<file path="src/rtl/noc_params.svh">
`ifndef NOC_PARAMS_SVH
`define NOC_PARAMS_SVH

////////////////////
// Ring size
////////////////////
`define NUM_PORTS       8
`define PORT_ID_W       3

// Port roles on the ring
`define PORT_CTRL       0
`define PORT_MSG        1
`define PORT_IO_FIRST   2
`define NUM_IO_PORTS    6

////////////////////
// Packet fields
////////////////////
`define PACKET_W        66
`define PAYLOAD_W       56
// Address fields carry one reserved high bit
`define PKT_ADDR_W      4
`define PKT_KIND_W      2

// One message beat fills one packet payload
`define MSG_BEAT_W      `PAYLOAD_W

`endif

</file>
<file path="src/rtl/noc_pkg.sv">
`include "noc_params.svh"

package noc_pkg;

	////////////////////
	// Addressing
	////////////////////

	// Index of a router port on the ring
	typedef logic [`PORT_ID_W-1:0] port_id_t;

	////////////////////
	// Packet format
	////////////////////

	// Packet opcode
	typedef enum logic [`PKT_KIND_W-1:0] {
		PKT_DATA = 2'd0,
		PKT_CTRL = 2'd1,
		PKT_MSG  = 2'd2
	} pkt_kind_e;

	// Network packet, dest sits in the top bits
	typedef struct packed {
		logic [`PKT_ADDR_W-1:0] dest;
		logic [`PKT_ADDR_W-1:0] src;
		pkt_kind_e              kind;
		logic [`PAYLOAD_W-1:0]  payload;
	} packet_t;

	////////////////////
	// Message interface
	////////////////////

	// Receive session state
	typedef enum logic [1:0] {
		MSG_IDLE = 2'd0,
		MSG_ACK  = 2'd1,
		MSG_DATA = 2'd2
	} msg_state_e;

endpackage

</file>
<file path="src/rtl/ring_router_node.sv">
`timescale 1ns/100ps
`include "noc_params.svh"

module ring_router_node
	import noc_pkg::*;
(
	input  logic     i_clk,
	input  logic     i_rst_n,

	input  port_id_t i_node_id,

	// Slot arriving from the previous node
	input  logic     i_ring_valid,
	input  packet_t  i_ring_pkt,

	// Slot leaving towards the next node
	output logic     o_ring_valid,
	output packet_t  o_ring_pkt,

	// Local injection
	input  logic     i_inj_valid,
	output logic     o_inj_accept,
	input  packet_t  i_inj_pkt,

	// Local ejection
	output logic     o_ej_valid,
	input  logic     i_ej_accept,
	output packet_t  o_ej_pkt
);

	logic    run_q;
	logic    slot_valid_q;
	packet_t slot_pkt_q;

	logic    addr_hit;
	logic    ej_take;
	logic    slot_free;
	logic    inj_take;

	////////////////////
	// Eject side
	////////////////////

	// Reserved high dest bit is not part of the match
	assign addr_hit   = (i_ring_pkt.dest[`PORT_ID_W-1:0] == i_node_id);
	assign o_ej_valid = i_ring_valid && addr_hit;
	assign o_ej_pkt   = i_ring_pkt;
	assign ej_take    = o_ej_valid && i_ej_accept;

	////////////////////
	// Inject side
	////////////////////

	// Through-traffic first, inject only into an empty or vacated slot
	assign slot_free    = !i_ring_valid || ej_take;
	assign o_inj_accept = run_q && slot_free;
	assign inj_take     = i_inj_valid && o_inj_accept;

	// Slot valid and node enable
	always_ff @(posedge i_clk or negedge i_rst_n) begin
		if (!i_rst_n) begin
			run_q        <= 1'b0;
			slot_valid_q <= 1'b0;
		end else begin
			run_q        <= 1'b1;
			slot_valid_q <= slot_free ? inj_take : 1'b1;
		end
	end

	// Refused ejects stay in the slot and go round again
	always_ff @(posedge i_clk) begin
		if (slot_free) begin
			slot_pkt_q <= i_inj_pkt;
		end else begin
			slot_pkt_q <= i_ring_pkt;
		end
	end

	assign o_ring_valid = slot_valid_q;
	assign o_ring_pkt   = slot_pkt_q;

endmodule

</file>
<file path="src/rtl/tile_router_network.sv">
`timescale 1ns/100ps
`include "noc_params.svh"

module tile_router_network
	import noc_pkg::*;
(
	input  logic    i_clk,
	input  logic    i_rst_n,

	// Inject ports, one per router port
	input  logic    i_inj_valid  [`NUM_PORTS],
	output logic    o_inj_accept [`NUM_PORTS],
	input  packet_t i_inj_pkt    [`NUM_PORTS],

	// Eject ports, one per router port
	output logic    o_ej_valid   [`NUM_PORTS],
	input  logic    i_ej_accept  [`NUM_PORTS],
	output packet_t o_ej_pkt     [`NUM_PORTS]
);

	// Slot register outputs, indexed by the node that owns them
	wire          ring_valid [`NUM_PORTS];
	wire packet_t ring_pkt   [`NUM_PORTS];

	////////////////////
	// Ring of nodes
	////////////////////

	for (genvar n = 0; n < `NUM_PORTS; n++) begin : g_node
		// Upstream neighbour, node 0 closes the ring from the last node
		localparam int prev_idx = (n + `NUM_PORTS - 1) % `NUM_PORTS;

		ring_router_node u_node (
			.i_clk        (i_clk),
			.i_rst_n      (i_rst_n),

			.i_node_id    (port_id_t'(n)),

			.i_ring_valid (ring_valid[prev_idx]),
			.i_ring_pkt   (ring_pkt[prev_idx]),

			.o_ring_valid (ring_valid[n]),
			.o_ring_pkt   (ring_pkt[n]),

			.i_inj_valid  (i_inj_valid[n]),
			.o_inj_accept (o_inj_accept[n]),
			.i_inj_pkt    (i_inj_pkt[n]),

			.o_ej_valid   (o_ej_valid[n]),
			.i_ej_accept  (i_ej_accept[n]),
			.o_ej_pkt     (o_ej_pkt[n])
		);
	end

endmodule

</file>
<file path="src/rtl/msg_intf.sv">
`timescale 1ns/100ps
`include "noc_params.svh"

module msg_intf
	import noc_pkg::*;
(
	input  logic                  i_clk,
	input  logic                  i_rst_n,

	// Host receive session
	input  logic                  i_recv_msg_request,
	input  port_id_t              i_recv_msg_dest,
	output logic                  o_recv_msg_ack,

	input  logic                  i_recv_msg_valid,
	input  logic                  i_recv_msg_last,
	input  logic [`MSG_BEAT_W-1:0] i_recv_msg_payload,
	output logic                  o_recv_msg_accept,

	// Host send side
	output logic                  o_send_msg_valid,
	input  logic                  i_send_msg_dst_rdy,
	output logic [`MSG_BEAT_W-1:0] o_send_msg_payload,
	output port_id_t              o_send_msg_src,
	output pkt_kind_e             o_send_msg_kind,

	// Towards the router inject port
	output logic                  o_pkt_out_valid,
	input  logic                  i_pkt_out_accept,
	output packet_t               o_pkt_out,

	// From the router eject port
	input  logic                  i_pkt_in_valid,
	output logic                  o_pkt_in_accept,
	input  packet_t               i_pkt_in
);

	msg_state_e state_q;
	msg_state_e state_d;
	port_id_t   dest_q;
	logic       beat_xfer;

	////////////////////
	// Receive FSM
	////////////////////

	assign beat_xfer = o_pkt_out_valid && i_pkt_out_accept;

	always_comb begin
		state_d = state_q;
		case (state_q)
			MSG_IDLE: begin
				if (i_recv_msg_request) begin
					state_d = MSG_ACK;
				end
			end
			// Ack lasts one cycle, beats may follow right after
			MSG_ACK: state_d = MSG_DATA;
			MSG_DATA: begin
				if (beat_xfer && i_recv_msg_last) begin
					state_d = MSG_IDLE;
				end
			end
			default: state_d = MSG_IDLE;
		endcase
	end

	always_ff @(posedge i_clk or negedge i_rst_n) begin
		if (!i_rst_n) begin
			state_q <= MSG_IDLE;
		end else begin
			state_q <= state_d;
		end
	end

	// Session destination
	always_ff @(posedge i_clk) begin
		if (state_q == MSG_IDLE && i_recv_msg_request) begin
			dest_q <= i_recv_msg_dest;
		end
	end

	assign o_recv_msg_ack = (state_q == MSG_ACK);

	// One beat per packet, accepted in the same cycle the node takes it
	assign o_pkt_out_valid   = (state_q == MSG_DATA) && i_recv_msg_valid;
	assign o_recv_msg_accept = (state_q == MSG_DATA) && i_pkt_out_accept;

	assign o_pkt_out.dest    = {1'b0, dest_q};
	assign o_pkt_out.src     = `PKT_ADDR_W'(`PORT_MSG);
	assign o_pkt_out.kind    = PKT_MSG;
	assign o_pkt_out.payload = i_recv_msg_payload;

	////////////////////
	// Send side
	////////////////////

	assign o_send_msg_valid   = i_pkt_in_valid;
	assign o_pkt_in_accept    = i_send_msg_dst_rdy;
	assign o_send_msg_payload = i_pkt_in.payload;
	assign o_send_msg_src     = i_pkt_in.src[`PORT_ID_W-1:0];
	assign o_send_msg_kind    = i_pkt_in.kind;

endmodule

</file>
<file path="src/rtl/layer_engine_docker.sv">
`timescale 1ns/100ps
`include "noc_params.svh"

module layer_engine_docker
	import noc_pkg::*;
(
	input  logic                                     i_clk,
	input  logic                                     i_rst_n,

	// Message interface, host side
	input  logic                                     i_recv_msg_request,
	input  port_id_t                                 i_recv_msg_dest,
	output logic                                     o_recv_msg_ack,
	input  logic                                     i_recv_msg_valid,
	input  logic                                     i_recv_msg_last,
	input  logic [`MSG_BEAT_W-1:0]                   i_recv_msg_payload,
	output logic                                     o_recv_msg_accept,

	output logic                                     o_send_msg_valid,
	input  logic                                     i_send_msg_dst_rdy,
	output logic [`MSG_BEAT_W-1:0]                   o_send_msg_payload,
	output port_id_t                                 o_send_msg_src,
	output pkt_kind_e                                o_send_msg_kind,

	// Layer-engine controller
	input  logic                                     i_layer_eng_ctrl_output_valid,
	output logic                                     o_layer_eng_ctrl_output_accept,
	input  logic [`PACKET_W-1:0]                     i_layer_eng_ctrl_output_data,
	output logic                                     o_layer_eng_ctrl_input_valid,
	input  logic                                     i_layer_eng_ctrl_input_accept,
	output logic [`PACKET_W-1:0]                     o_layer_eng_ctrl_input_data,

	// Layer-engine IO ports
	input  logic [`NUM_IO_PORTS-1:0]                 i_layer_eng_io_output_valid,
	output logic [`NUM_IO_PORTS-1:0]                 o_layer_eng_io_output_accept,
	input  logic [`NUM_IO_PORTS-1:0][`PACKET_W-1:0]  i_layer_eng_io_output_data,
	output logic [`NUM_IO_PORTS-1:0]                 o_layer_eng_io_input_valid,
	input  logic [`NUM_IO_PORTS-1:0]                 i_layer_eng_io_input_accept,
	output logic [`NUM_IO_PORTS-1:0][`PACKET_W-1:0]  o_layer_eng_io_input_data
);

	// Router port bundles
	wire          inj_valid  [`NUM_PORTS];
	wire          inj_accept [`NUM_PORTS];
	wire packet_t inj_pkt    [`NUM_PORTS];
	wire          ej_valid   [`NUM_PORTS];
	wire          ej_accept  [`NUM_PORTS];
	wire packet_t ej_pkt     [`NUM_PORTS];

	tile_router_network u_network (
		.i_clk        (i_clk),
		.i_rst_n      (i_rst_n),
		.i_inj_valid  (inj_valid),
		.o_inj_accept (inj_accept),
		.i_inj_pkt    (inj_pkt),
		.o_ej_valid   (ej_valid),
		.i_ej_accept  (ej_accept),
		.o_ej_pkt     (ej_pkt)
	);

	////////////////////
	// Port role mapping
	////////////////////

	// Controller
	assign inj_valid[`PORT_CTRL]          = i_layer_eng_ctrl_output_valid;
	assign inj_pkt[`PORT_CTRL]            = i_layer_eng_ctrl_output_data;
	assign o_layer_eng_ctrl_output_accept = inj_accept[`PORT_CTRL];
	assign o_layer_eng_ctrl_input_valid   = ej_valid[`PORT_CTRL];
	assign o_layer_eng_ctrl_input_data    = ej_pkt[`PORT_CTRL];
	assign ej_accept[`PORT_CTRL]          = i_layer_eng_ctrl_input_accept;

	// IO element k sits on router port PORT_IO_FIRST + k
	for (genvar k = 0; k < `NUM_IO_PORTS; k++) begin : g_io
		localparam int port_idx = `PORT_IO_FIRST + k;

		assign inj_valid[port_idx]             = i_layer_eng_io_output_valid[k];
		assign inj_pkt[port_idx]               = i_layer_eng_io_output_data[k];
		assign o_layer_eng_io_output_accept[k] = inj_accept[port_idx];
		assign o_layer_eng_io_input_valid[k]   = ej_valid[port_idx];
		assign o_layer_eng_io_input_data[k]    = ej_pkt[port_idx];
		assign ej_accept[port_idx]             = i_layer_eng_io_input_accept[k];
	end

	// Message interface
	msg_intf u_msg_intf (
		.i_clk              (i_clk),
		.i_rst_n            (i_rst_n),
		.i_recv_msg_request (i_recv_msg_request),
		.i_recv_msg_dest    (i_recv_msg_dest),
		.o_recv_msg_ack     (o_recv_msg_ack),
		.i_recv_msg_valid   (i_recv_msg_valid),
		.i_recv_msg_last    (i_recv_msg_last),
		.i_recv_msg_payload (i_recv_msg_payload),
		.o_recv_msg_accept  (o_recv_msg_accept),
		.o_send_msg_valid   (o_send_msg_valid),
		.i_send_msg_dst_rdy (i_send_msg_dst_rdy),
		.o_send_msg_payload (o_send_msg_payload),
		.o_send_msg_src     (o_send_msg_src),
		.o_send_msg_kind    (o_send_msg_kind),
		.o_pkt_out_valid    (inj_valid[`PORT_MSG]),
		.i_pkt_out_accept   (inj_accept[`PORT_MSG]),
		.o_pkt_out          (inj_pkt[`PORT_MSG]),
		.i_pkt_in_valid     (ej_valid[`PORT_MSG]),
		.o_pkt_in_accept    (ej_accept[`PORT_MSG]),
		.i_pkt_in           (ej_pkt[`PORT_MSG])
	);

endmodule

</file>
<file path="config.mk">
export PLATFORM = sky130hd
export DESIGN_NAME = layer_engine_docker
export DESIGN_NICKNAME = d
export VERILOG_FILES = /design/src/rtl/noc_pkg.sv /design/src/rtl/ring_router_node.sv /design/src/rtl/tile_router_network.sv /design/src/rtl/msg_intf.sv /design/src/rtl/layer_engine_docker.sv
export VERILOG_INCLUDE_DIRS = /design/src /design/src/rtl
export SDC_FILE = /design/constraint.sdc
export NUM_CORES = 1
export LEC_CHECK = 0
export BUFFER_PORTS_ARGS = -buffer_cell sky130_fd_sc_hd__buf_4
export CAP_MARGIN = 15
export CORE_AREA = 2 2 415 417
export CTS_CLUSTER_DIAMETER = 150
export DETAILED_ROUTE_END_ITERATION = 7
export DIE_AREA = 0 0 417 419
export PLACE_DENSITY = 0.39
export SYNTH_ARGS = -nofsm -noshare
export SYNTH_HDL_FRONTEND = slang
export SYNTH_HIERARCHICAL = 1
export SYNTH_SLANG_ARGS = --single-unit
</file>
<file path="constraint.sdc">
create_clock -name i_clk -period 1.8 [get_ports i_clk]
set_input_delay 0.27 -clock i_clk [delete_from_list [all_inputs] [get_ports i_clk]]
set_output_delay 0.27 -clock i_clk [all_outputs]
set_load 0.005 [all_outputs]
</file>
==> impl_metrics.toml <==
[timing]
fin_crit_sh_pct = 120
max_slew.worst_pin.slew_ps = 527
fin_crit_ps = 2160
setup_viol = 194
rsz0062_at_grt = "yes"
maxSlewHeadroom_pct = 64.9
maxSlewViolCount = 0
skew_ps = 29.0
fmax_ghz = 0.463
layout_setup_ws_ps = -361
setup_tns_ps = -17050
hold_viol = 0

[grt]
grt_pass1_vias = 18700
grt_max_degree = 24
grt_usage_pct = 13.6
grt_pass1_wl_mm = 160
grt_remaining_overflow = 0
antenna_found_initial = 12

[final_layout]
layout_commonest_cell = "buf_4"
syn2layout_area_growth_pct = 73.9
fin_nets = 3578
drive_gt1_share_pct = 59.7
final_cell_area_mm2 = 0.0400
layout_common_cells = "1129 x buf_4, 532 x dlygate4sd3_1, 499 x dfxtp_1"

[detailed_routing]
wire_per_inst_um = 24.0
wirelength_mm = 128
via_per_inst = 3.20
dr.pass1.iters = 5
dr.first_iter.drc_count = 849
vias = 17100
drc_errors = 0
ant_nets = 0

[pwr]
internal_power_mw = 51.3
power_density_mw_per_mm2 = 2010
vdd_drop_max_mv = 0.840
sw_frac_of_total_pct = 36.0
netSwitchingPower_mw = 28.8
pwr-share-clk_pct = 18.7
p_comb_share_pct = 49.5
p_seq_share_pct = 31.8
p_leak_nw = 18.0

[setup_path]
ff2ff_setup_slack_ps = -240
r2r_start = "u_network/g_node[6].u_node/o_ring_pkt[64]"
worstPathRequired_ps = 1530
r2r-end = "u_network/g_node[7].u_node/o_ring_pkt[22]"
crit_type = "reg -> out"
reg2reg_depth = 8
start_kind = "register"
arrival_ps = 1890
crit_path_max_fanout = 2
critPathCaptureType = "output port"

[cts]
clock_latency_ps = 680
cts_buffers = 73
root_buffer = "clkbuf_16"
cts_sinks = 549
cts_tree = "built"
path_clk_slew_ps = 60
h-tree-depth = 3
cts_buffer_depth = 3

[die]
die-area_mm2 = 0.175
die_w_um = 417
rows = 152
die_h_um = 419
pin_count = 1081
coreArea_mm2 = 0.171
initial_core_util_pct = 13.5

[status]
violations = "setup timing"
status = "finished, violations left"

[placement]
portBuffers = 1080
place_area_mm2 = 0.0299
hpwl_mm = 98.4
routabilityCongestion = 0.856

[flow_run]
maxCapViolCount = 0

[synth]
syn-cell-area_mm2 = 0.0230
synth_cells = 1874
synth.avg_cell_area_um2 = 12.3
yosysWarnings = 6

[min_path]
hold_path.class = "in -> async"
-- layout make-up --
class,count,area [um2]
diodes,6,15.0
multi-input cells,639,7790
flip-flops and latches,549,11200
fillers,18200,131000
well taps,2233,2790
clock buffers,107,2160
inverters,8,30.0
repair buffers,1766,15700
clock inverters,25,274
-- worst max-delay path by stage --
stage | from | cells after the start | slack [ps] | end
finish | u_network/g_node[1].u_node/o_ring_pkt[63] | 5 | -360 | o_layer_eng_io_output_accept[0]
global route | u_network/g_node[0].u_node/o_ring_pkt[64] | 6 | -470 | o_recv_msg_accept
CTS | u_network/g_node[0].u_node/o_ring_pkt[64] | 6 | -490 | o_recv_msg_accept
detailed placement | u_network/g_node[1].u_node/o_ring_pkt[63] | 5 | -180 | o_layer_eng_io_output_accept[0]
global placement | u_network/g_node[1].u_node/o_ring_pkt[63] | 5 | -210 | o_layer_eng_io_output_accept[0]
floorplan | u_network/g_node[0].u_node/o_ring_pkt[63] | 6 | 250 | o_recv_msg_accept
-- registers in the layout, indices dropped and copies added (netlist names) --
register                              cells
u_network/g_node.u_node/o_ring_valid      8
u_msg_intf/state_q                        2
u_network/g_node.u_node/run_q             8
u_network/g_node.u_node/o_ring_pkt      528
u_msg_intf/dest_q                         3
-- what timing repair did --
action	CTS	global route
gates resized for setup	245	129
gates cloned	9	12
setup endpoints to repair	133	283
buffers inserted	41	24
hold endpoints to repair	549	0
pin swaps	30	21
hold buffers	532	0
-- per-layer routing --
metal / vias up / part of all wire, % / track usage, %
li1: 7893 / - / -
met1: 8328 / 40 / 15.8
met2: 722 / 51 / 23.9
met3: 124 / 7.0 / 3.88
met4: 0 / 2.3 / 3.94
met5: - / 0 / 0
-- power by group through the flow --
stage          combinational [mW]  sequential (mW)  clock, mW
4_1_cts                      37.8             25.5       15.5
6_report                     39.7             25.5       15.0
5_1_grt                      41.8             26.1       15.9
3_5_place_dp                 32.4             25.3          0
2_1_floorplan                22.0             21.4          0
3_3_place_gp                 32.5             25.5          0
-- worst max-delay path, cell delays in order (launching register included) --
cell and delay [ps]:
dfxtp_4 410, xnor2_4 150, a41oi_4 180, buf_12 180
nor2b_4 140, buf_6 140
-- through the flow --
step | cells | setup WS [ps] | hold WS (ps) | util [%] | power [mW]
after global routing | 5329 | -472 | 152 | 23.4 | 83.8
after CTS | 5307 | -493 | 125 | 23.0 | 78.8
after detailed placement | 4594 | -179 | 305 | 17.5 | 57.8
after floorplan | 1901 | 254 | -25.6 | - | 43.4
final | 5333 | -361 | 174 | 23.4 | 80.1
after global placement | 4594 | -207 | 303 | 17.5 | 58.0
(Power assumes the default switching activity.)
